`config.mk`:
```
export PLATFORM = sky130hd
export DESIGN_NAME = cache_resolve
export DESIGN_NICKNAME = d
export VERILOG_FILES = /design/src/cache_pkg.sv /design/src/cache_resolve.sv
export SDC_FILE = /design/constraint.sdc
export NUM_CORES = 1
export LEC_CHECK = 0
export BUFFER_PORTS_ARGS = -buffer_cell sky130_fd_sc_hd__buf_2
export CAP_MARGIN = 20
export CORE_AREA = 4 4 181 183
export DETAILED_ROUTE_END_ITERATION = 8
export DIE_AREA = 0 0 185 187
export SLEW_MARGIN = 20
export SYNTH_ARGS = -nofsm -noshare
export SYNTH_HDL_FRONTEND = slang
export SYNTH_SLANG_ARGS = --single-unit
export TNS_END_PERCENT = 100
```
`constraint.sdc`:
```
create_clock -name clk -period 5.8 [get_ports clk]
set_input_delay 0.87 -clock clk [delete_from_list [all_inputs] [get_ports clk]]
set_output_delay 0.87 -clock clk [all_outputs]
set_load 0.02 [all_outputs]
```
`src/cache_pkg.sv`:
```
// Cache shared types
`default_nettype none

package cache_pkg;

   // the cpu addresses 16-bit words, so 23 bits cover 16 MB
   localparam int ADDR_W = 23;

   // a line holds four words, which leaves 21 bits of line address
   localparam int LINE_ADDR_W = ADDR_W - 2;

   // width of the memory-side AXI4-Lite byte address
   localparam int AXI_ADDR_W = 32;

   // one cache line is moved as a single 64-bit beat
   localparam int LINE_W = 64;

   typedef logic [ADDR_W-1:0] word_addr_t;

   // cpu request, ds[1] enables bits 7..0 and ds[0] enables bits 15..8
   typedef struct packed {
      logic       write;
      word_addr_t addr;
      logic [1:0] ds;
      logic [15:0] wdata;
   } cpu_req_t;

   // cpu response word, qualified by a separate rsp_valid
   typedef struct packed {
      logic [15:0] rdata;
   } cpu_rsp_t;

   // the read path picks a word, the write patch path picks bytes
   // byte 2k is the low byte of word k
   typedef union packed {
      logic [3:0][15:0] words;
      logic [7:0][7:0]  bytes;
   } cache_line_u;

   // AXI4-Lite channel payloads, valid and ready travel as separate bits
   typedef struct packed {
      logic [AXI_ADDR_W-1:0] addr;
   } axi_ar_t;

   typedef struct packed {
      logic [LINE_W-1:0] data;
   } axi_r_t;

   typedef struct packed {
      logic [AXI_ADDR_W-1:0] addr;
   } axi_aw_t;

   typedef struct packed {
      logic [LINE_W-1:0]   data;
      logic [LINE_W/8-1:0] strb;
   } axi_w_t;

   // register between lookup and resolve
   // the tag field is sized for the smallest cache, only its upper bits are meaningful
   typedef struct packed {
      cpu_req_t               req;
      logic [LINE_ADDR_W-1:0] tag;
      logic                   valid;
      cache_line_u            line;
   } lookup_t;

   // line store or byte patch sent back from resolve into the arrays
   typedef struct packed {
      logic                   store;
      logic                   patch;
      logic [LINE_ADDR_W-1:0] index;
      logic [LINE_ADDR_W-1:0] tag;
      cache_line_u            data;
      logic [LINE_W/8-1:0]    byte_en;
   } patch_t;

endpackage

`default_nettype wire

```
`src/cache_resolve.sv`:
```
// Cache resolve stage
`timescale 1ns/1ps
`default_nettype none

module cache_resolve #(
   parameter int LINE_BITS = 6
) (
   input  wire logic               clk,
   input  wire logic               clear,
   input  wire logic               stage_valid,
   input  wire cache_pkg::lookup_t stage,
   input  wire logic               ar_ready,
   input  wire logic               r_valid,
   input  wire cache_pkg::axi_r_t  r,
   input  wire logic               aw_ready,
   input  wire logic               w_ready,
   input  wire logic               b_valid,
   output logic                    stall,
   output cache_pkg::patch_t       patch,
   output logic                    rsp_valid,
   output cache_pkg::cpu_rsp_t     rsp,
   output logic                    ar_valid,
   output cache_pkg::axi_ar_t      ar,
   output logic                    r_ready,
   output logic                    aw_valid,
   output cache_pkg::axi_aw_t      aw,
   output logic                    w_valid,
   output cache_pkg::axi_w_t       w,
   output logic                    b_ready
);

   localparam int A_HI = cache_pkg::ADDR_W - 1;
   localparam int T_HI = cache_pkg::LINE_ADDR_W - 1;

   // idle also covers read hits, which finish in a single cycle
   typedef enum logic [1:0] {
      S_IDLE,
      S_FILL,
      S_WRITE
   } state_t;

   state_t                         state;
   cache_pkg::cpu_req_t            req_q;
   logic                           hit_q;
   logic                           hit;
   logic                           needs_mem;
   logic                           take;
   logic                           r_fire;
   logic                           b_fire;
   logic [cache_pkg::AXI_ADDR_W-1:0] line_byte_addr;
   cache_pkg::cache_line_u         fill_line;
   cache_pkg::cache_line_u         w_line;
   logic [cache_pkg::LINE_W/8-1:0] byte_en;

   // tag compare on the entry that lookup registered
   assign hit = stage.valid &&
                (stage.tag[T_HI:LINE_BITS] == stage.req.addr[A_HI:LINE_BITS+2]);

   // misses and all writes go to memory and hold the pipeline
   assign needs_mem = stage_valid & (stage.req.write | ~hit);
   assign stall     = (state != S_IDLE) | needs_mem;

   // resolve takes a new request only from idle
   assign take = (state == S_IDLE) & stage_valid;

   // the cpu waits for each memory transaction, so ready tracks the state
   assign r_ready = (state == S_FILL);
   assign b_ready = (state == S_WRITE);
   assign r_fire  = r_valid & r_ready;
   assign b_fire  = b_valid & b_ready;

   // fill and write-through both address the aligned 8-byte line
   assign line_byte_addr = {{(cache_pkg::AXI_ADDR_W - cache_pkg::LINE_ADDR_W - 3){1'b0}},
                            req_q.addr[A_HI:2], 3'b000};

   assign fill_line = r.data;

   // put the write word in its own lane and set two strobe bits from ds
   always_comb begin
      w_line  = '0;
      byte_en = '0;
      w_line.words[req_q.addr[1:0]]   = req_q.wdata;
      byte_en[{req_q.addr[1:0], 1'b0}] = req_q.ds[1];
      byte_en[{req_q.addr[1:0], 1'b1}] = req_q.ds[0];
   end

   // the payload comes from req_q, so it stays put while valid waits for ready
   assign ar.addr = line_byte_addr;
   assign aw.addr = line_byte_addr;
   assign w.data  = w_line;
   assign w.strb  = byte_en;

   // fills and write hits go back to lookup on the handshake edge
   always_comb begin
      patch         = '0;
      patch.store   = r_fire;
      patch.patch   = b_fire & hit_q;
      patch.index[LINE_BITS-1:0] = req_q.addr[LINE_BITS+1:2];
      patch.tag     = req_q.addr[A_HI:2];
      patch.data    = r_fire ? fill_line : w_line;
      patch.byte_en = byte_en;
   end

   // control FSM and AXI valids
   always_ff @(posedge clk or posedge clear) begin
      if (clear) begin
         state     <= S_IDLE;
         hit_q     <= 1'b0;
         rsp_valid <= 1'b0;
         ar_valid  <= 1'b0;
         aw_valid  <= 1'b0;
         w_valid   <= 1'b0;
      end else begin
         rsp_valid <= 1'b0;
         case (state)
            S_IDLE: begin
               if (take) begin
                  if (stage.req.write) begin
                     // AW and W go up together and drop on their own handshakes
                     state    <= S_WRITE;
                     hit_q    <= hit;
                     aw_valid <= 1'b1;
                     w_valid  <= 1'b1;
                  end else if (!hit) begin
                     state    <= S_FILL;
                     ar_valid <= 1'b1;
                  end else begin
                     rsp_valid <= 1'b1;
                  end
               end
            end
            S_FILL: begin
               if (ar_ready) begin
                  ar_valid <= 1'b0;
               end
               if (r_fire) begin
                  state     <= S_IDLE;
                  rsp_valid <= 1'b1;
               end
            end
            S_WRITE: begin
               if (aw_ready) begin
                  aw_valid <= 1'b0;
               end
               if (w_ready) begin
                  w_valid <= 1'b0;
               end
               if (b_fire) begin
                  state     <= S_IDLE;
                  rsp_valid <= 1'b1;
               end
            end
            default: state <= S_IDLE;
         endcase
      end
   end

   // request copy and response word
   always_ff @(posedge clk) begin
      if (take) begin
         req_q <= stage.req;
      end
      if (take && !stage.req.write && hit) begin
         rsp.rdata <= stage.line.words[stage.req.addr[1:0]];
      end else if (r_fire) begin
         // the missed word is taken straight from the fetched line
         rsp.rdata <= fill_line.words[req_q.addr[1:0]];
      end else if (b_fire) begin
         rsp.rdata <= '0;
      end
   end

endmodule

`default_nettype wire

```
==> key figures, run 1 <==
Timing
  • Period utilization: 0.622
  • Final setup TNS: 0 ns
  • Worst-Margin Slew: roughly 1 ns
  • Final setup margin: roughly 2.2 ns
  • Slew Limit Fails: 0
  • Final setup violation count: 0
  • RSZ-0062 raised after global routing: false
  • Final Skew: 0.00443 ns
  • Fin crit period: between 3 and 4 ns
  • Fmax achieved: 277 MHz
  • Final hold violation count: 0
  • Worst slew margin: 0.324

Synth
  • Avg Cell Area, Syn: ~12 um2
  • Netlist cell types: 30
  • EDFF count, synth: 57
  • Synth Cell Area: ~0.0054 mm2
  • #FFs+latches synth: 64
  • Seq/Total Area, Yosys: 0.350
  • Ys flop type: edfxtp_1
  • Synth Instances: ~450
  • Synthesis Warnings: 0
  • Asr flop ratio synth: 0.109

Global routing
  • GRT Max-Usage Layer: met2
  • Met3 Use GR: 0.0313
  • GRT Util Overall: 0.135
  • Met2 Usage GRT: 0.222
  • First-pass GRT wire length: about 34,000 um
  • M1 GR Usage: 0.176
  • Largest net degree at the start of global routing: 42
  • Total global routing overflow: 0
  • Initial antenna violation count: 4
  • Vias in the first global route: 4,989

Outcome
  • Status: complete, no violations

Setup path
  • Type of origin of the critical path: register
  • CP max FO: 34
  • Worst path slowest cell: dfrtp_1
  • CP Data Arrival Time: about 2.7 ns
  • CP cell instances: nor2b_2 -> and2_4 -> buf_4 -> mux2_2 -> buf_2
  • Flop2flop setup slack: between 2 and 3 ns
  • Data required time of the critical path: 4.93 ns
  • CP endpoint kind: output port
  • Kind of critical path: reg -> out
  • Max stage delay on crit path: 0.58 ns

Floorplanning
  • Starting Density: 0.173
  • IO Pins: 475
  • DIE WIDTH: around 190 um
  • Die Area: roughly 0.035 mm2
  • Core Rows: between 60 and 70
  • Core Region: 0.0312 mm2
  • Die Ht: about 190 um

Pwr
  • Pwr dens: 257 mW/mm2
  • Power after layout: slightly below 2 mW
  • VDD IR-drop max: ~170 uV
  • Leakage power: around 3.8 nW

Clock network
  • Total CTS buffers: 9
  • Clock transition at path regs: roughly 0.070 ns
  • CTS tree: built
  • Clk root buf: clkbuf_16
  • Cts repair resizes: 0
  • Clock Latency Late Sink: ~0.34 ns
  • Max H-tree Level: 3
  • CTS hold repair buffers: 0
  • CTS Sinks: 64
  • Clock tree buffer depth: 2
  • Postcts setup bufs: 0

Cells and area
  • Most frequent cells in the layout: buf_2 (431), mux2_2 (65), edfxtp_1 (57)
  • Commonest non-fill, non-tap cell in the layout: buf_2
  • Fillcell total: roughly 3,400
  • Layout Nets: 992
  • Multi-input logic area: 0.00257 mm2
  • FF+latch area: about 0.0019 mm2
  • Final Util: 0.242
  • Area grow syn2layout: 39.9%
  • Layout cells sized above 1: 0.703

Drt
  • Initial drt markers: 179
  • Via density: about 4
  • Drt drc: 0
  • DRT antenna net count: 0
  • Drt total wl: around 25,000 um
  • DRT Pass-1 Iters: 5
  • Vias: between 4,000 and 5,000
  • Wire per inst: between 20 and 25 um

Min path
  • Hold Crit Class: in -> async

Place
  • Dpl hpwl: about 20,000 um
  • Pre-CTS setup slack: about 2.3 ns
  • Port bufs: 431
  • RD Place Congestion: 0.890

Job
  • Total of max-cap violations: 0
==> path summary, 6_finish.rpt <==
path                                            from              endpoint  cells after the start
worst max-delay path            state[0]$_DFFE_PP0P_             patch[68]                      5
worst min-delay path                           clear  state[0]$_DFFE_PP0P_                      2
worst max register to register  state[0]$_DFFE_PP0P_      rsp[2]$_DFFE_PP_                      4
worst min register to register     hit_q$_DFFE_PP0P_     hit_q$_DFFE_PP0P_                      2
max in group asynchronous                      clear  state[1]$_DFFE_PP0P_                      2
min in group clk                   hit_q$_DFFE_PP0P_     hit_q$_DFFE_PP0P_                      2
==> layout make-up <==
type / instances / share of cell area
diodes: 2 / 0.000663
flip-flops and latches: 64 / 0.250
repair buffers: 441 / 0.296
well taps: 402 / 0.0667
inverters: 5 / 0.00249
clock inverters: 7 / 0.0136
multi-input cells: 271 / 0.341
clock buffers: 9 / 0.0299
==> state kept, by name, summed over array words and instances (netlist names) <==
register / flops
ar: 21
ar_valid: 1
aw_valid: 1
hit_q: 1
req_q: 20
rsp: 16
rsp_valid: 1
state: 2
w_valid: 1
==> critical path: cells and delay by family, from the launching register on <==
kind          cells  cell delay (ns)
flops             1             0.58
simple gates      2             0.71
buf+inv           2             0.64
mux               1             0.44
==> through the flow <==
stage,instances,area [um2],hold slack [ns]
2_1_floorplan,485,5530,0.460
3_3_place_gp,1183,7210,0.487
3_5_place_dp,1183,7210,0.505
4_1_cts,1199,7540,0.430
5_1_grt,1201,7540,0.465
6_report,1201,7540,0.455
==> logic make-up after synthesis <==
group                  synth area share
flip-flops                        0.350
XOR/XNOR                         0.0244
AO/OA/AOI/OAI                    0.0457
buffers and inverters             0.201
multiplexers                      0.269
other                          0.000696
AND/OR/NAND/NOR                   0.108
==> where the power goes <==
part / internal, mW / leakage (nW) / switching (mW) / total, mW
registers: 0.561 / 0.622 / 0.0338 / 0.594
logic: 0.267 / 2.98 / 0.447 / 0.713
clock network: 0.383 / 0.157 / 0.251 / 0.633
total: 1.21 / 3.76 / 0.731 / 1.94
==> layer usage <==
metal | share of wire | routed length [um]
met1 | 0.42 | 10400
met2 | 0.49 | 12000
met3 | 0.075 | 1850
met4 | 0.019 | 473
met5 | 0.0011 | 27
==> cells in the mapped netlist (2+ instances only) <==
| library cell | count | area [um2] |
|---|---|---|
| buf_4 | 118 | 886 |
| nor3_1 | 2 | 10.0 |
| mux4_2 | 32 | 721 |
| dfrtp_1 | 7 | 175 |
| edfxtp_1 | 57 | 1710 |
| nor2b_1 | 4 | 25.0 |
| buf_2 | 10 | 50.1 |
| buf_6 | 9 | 101 |
| a32o_1 | 16 | 160 |
| and3_1 | 19 | 119 |
| nor2_1 | 6 | 22.5 |
| clkbuf_1 | 8 | 30.0 |
| inv_1 | 5 | 18.8 |
| mux2_2 | 65 | 732 |
| and2_1 | 55 | 344 |
| a221o_1 | 2 | 20.0 |
| o21ai_0 | 4 | 20.0 |
| nand4_1 | 4 | 25.0 |
| xnor2_1 | 15 | 131 |
Note: power is estimated with default switching activity, not from simulation.
==> run 2, diff against run 1 <==
ABC_AREA = 1   (was unset)
CORE_AREA = 4 4 183 185   (was 4 4 181 183)
DIE_AREA = 0 0 187 189   (was 0 0 185 187)
clock period = 3.7 ns   (was 5.8 ns; I/O delays follow)
==> run 2 against run 1 <==
Critical path depth grew 2. Setup slack lost 1.7 ns. Sequential power grew 57%. Hold slack lost 0.31 ns. Critical path type unchanged. Final area grew 6.0%. Final cell count grew 36%. Highest routed layer is now met4. Largest cell class unchanged. Via count grew 39%. Die area grew 2.2%.
==> key figures, run 2 <==
Timing
  • Final setup violation count: 0
  • Final setup margin: 0.540 ns
  • Fin crit period: ~3.2 ns
  • Slew Limit Fails: 0
  • Fmax achieved: roughly 320 MHz
  • Final setup TNS: 0 ns
  • Worst slew margin: 0.367
  • Final hold violation count: 0
  • Hold WS: between 0.1 and 0.15 ns
  • RSZ-0062 raised after global routing: false
  • Period utilization: 0.854
  • Worst-Margin Slew: roughly 0.95 ns
  • Final Skew: roughly 0.011 ns

Pwr
  • Flop pwr share: 0.290
  • VDD IR-drop max: around 170 uV
  • Pwr dens: around 400 mW/mm2
  • Leakage power: 4.59 nW
  • Int Power: 1.85 mW
  • Switch Pwr: between 1 and 1.5 mW
  • Switch share: 0.422
  • Clock share of power: 0.298
  • Comb pwr share: 0.411

Floorplanning
  • Core Region: approximately 0.032 mm2
  • Core Rows: 66
  • Die Ht: about 190 um
  • Starting Density: 0.183
  • DIE WIDTH: roughly 190 um
  • Die Area: 0.0353 mm2
  • IO Pins: about 480

Cells and area
  • Most frequent cells in the layout: buf_2 (431), nand2_1 (344), nor2_1 (123)
  • Max reg flops: 21
  • Layout cells sized above 1: 0.398
  • Commonest non-fill, non-tap cell in the layout: buf_2
  • Layout Nets: around 1,400
  • Area grow syn2layout: 36.7%

Global routing
  • GRT Util Overall: 0.162
  • Total global routing overflow: 0
  • First-pass GRT wire length: 42,900 um
  • Largest net degree at the start of global routing: 80
  • Initial antenna violation count: 1
  • Vias in the first global route: 6,669

Setup path
  • Flop2flop setup slack: 1.55 ns
  • CP max FO: 18
  • Critical R2R Launch: state[0]$_DFFE_PP0P_
  • Data required time of the critical path: 3.14 ns
  • CP Data Arrival Time: roughly 2.6 ns
  • Reg2Reg Capture Point: rsp[8]$_DFFE_PP_
  • Kind of critical path: reg -> out
  • Type of origin of the critical path: register
  • CP endpoint kind: output port
  • Worst R2R Path Depth: 7

Drt
  • DRT Pass-1 Iters: 5
  • Via density: ~4.2
  • Wire per inst: between 15 and 20 um
  • Initial drt markers: about 440
  • Drt drc: 0
  • Drt total wl: 30,400 um
  • Vias: between 6,000 and 7,000
  • DRT antenna net count: 0

Synth
  • Yosys top cell area share: 0.292
  • Asr flop ratio synth: 0.109
  • Ys flop type: edfxtp_1
  • Synthesis Warnings: 0
  • Synth Instances: 889
  • Avg Cell Area, Syn: 6.58 um2
  • Synth Cell Area: between 0.005 and 0.006 mm2
  • Netlist cell types: 31
  • EDFF count, synth: 57
  • Most common cell in the netlist: nand2_1
  • #FFs+latches synth: 64
  • Leading area contributor after synthesis: edfxtp_1
  • Seq/Total Area, Yosys: 0.322
  • Ranking of synthesized cells by area: edfxtp_1 (29%), nand2_1 (22%), buf_4 (15%)
  • Synth top cells by count: nand2_1 (344), nor2_1 (124), buf_4 (120), inv_1 (65), edfxtp_1 (57)

Job
  • Total of max-cap violations: 0

Clock network
  • Clock transition at path regs: roughly 0.06 ns
  • Clock tree buffer depth: 2
  • Max H-tree Level: 3
  • CTS hold repair buffers: 0
  • Total CTS buffers: 9
  • Postcts setup bufs: 0
  • CTS tree: built
  • Clk root buf: clkbuf_16
  • Cts repair resizes: 0
  • CTS Sinks: between 60 and 70
  • Clock Latency Late Sink: roughly 0.35 ns

Outcome
  • Status: complete, no violations

Place
  • Port bufs: between 400 and 500
  • Dpl hpwl: ~25,000 um
  • RD Place Congestion: around 0.87
  • Pre-CTS setup slack: ~0.90 ns

Min path
  • Hold Crit Class: in -> async
[run 2: kinds of logic (layout without fill, tap and decap cells)]
kind of cell           after synthesis  count (layout)  synth area share
AO/OA/AOI/OAI                       62              62            0.0558
other                                1              38          0.000641
flip-flops                          64              64             0.322
XOR/XNOR                             2               2           0.00299
AND/OR/NAND/NOR                    533             533             0.385
buffers and inverters              227             532             0.233
[run 2: metrics by stage]
stage	utilization	power (mW)	cell area, um2	cells
floorplan	-	1.84	5990	925
global placement	0.240	2.27	7680	1622
detailed placement	0.240	2.28	7680	1622
CTS	0.250	3.28	8000	1638
global route	0.250	3.39	8000	1639
finish	0.250	3.21	8000	1639
[run 2: how the worst max path moves through the flow]
| stage | start | to | slack (ns) |
|---|---|---|---|
| floorplan | state[1]$_DFFE_PP0P_ | hit_q$_DFFE_PP0P_ | 0.56 |
| global placement | req_q[18]$_DFFE_PP_ | patch[46] | 0.92 |
| detailed placement | req_q[19]$_DFFE_PP_ | patch[46] | 0.90 |
| CTS | req_q[19]$_DFFE_PP_ | patch[46] | 0.51 |
| global route | req_q[19]$_DFFE_PP_ | patch[46] | 0.41 |
| finish | req_q[19]$_DFFE_PP_ | patch[46] | 0.54 |
[run 2: per-layer routing]
layer  GRT usage  part of all wire  vias to the layer above
met4      0.0577             0.027                        0
met5           0                 0                        -
li1            -                 -                     3291
met1       0.194              0.40                     3091
met2       0.278              0.48                      419
met3      0.0466             0.092                       51
[run 2: final cells by class]
| cell class | instances | area [um2] |
|---|---|---|
| sequential | 64 | 1890 |
| clock inverter | 6 | 83.8 |
| antenna | 1 | 2.50 |
| inverter | 75 | 284 |
| fill | 3621 | 24000 |
| clock buffer | 10 | 229 |
| tap | 408 | 510 |
| timing repair buffer | 441 | 2260 |
| multi-input combinational | 634 | 2750 |
[run 2: critical path, cell delays in order (launching register included)]
cell	delay [ns]
edfxtp_1	0.49
inv_2	0.07
nor2_4	0.53
inv_2	0.47
nor2_1	0.34
nand2_1	0.09
nand2_1	0.07
buf_2	0.18
[run 2: power groups by stage]
stage          clock [mW]  sequential (mW)  combinational, mW
2_1_floorplan           0            0.983              0.853
3_3_place_gp            0            0.944               1.33
3_5_place_dp            0            0.946               1.33
4_1_cts              1.01            0.933               1.34
5_1_grt              1.02            0.942               1.42
6_report            0.957            0.932               1.32
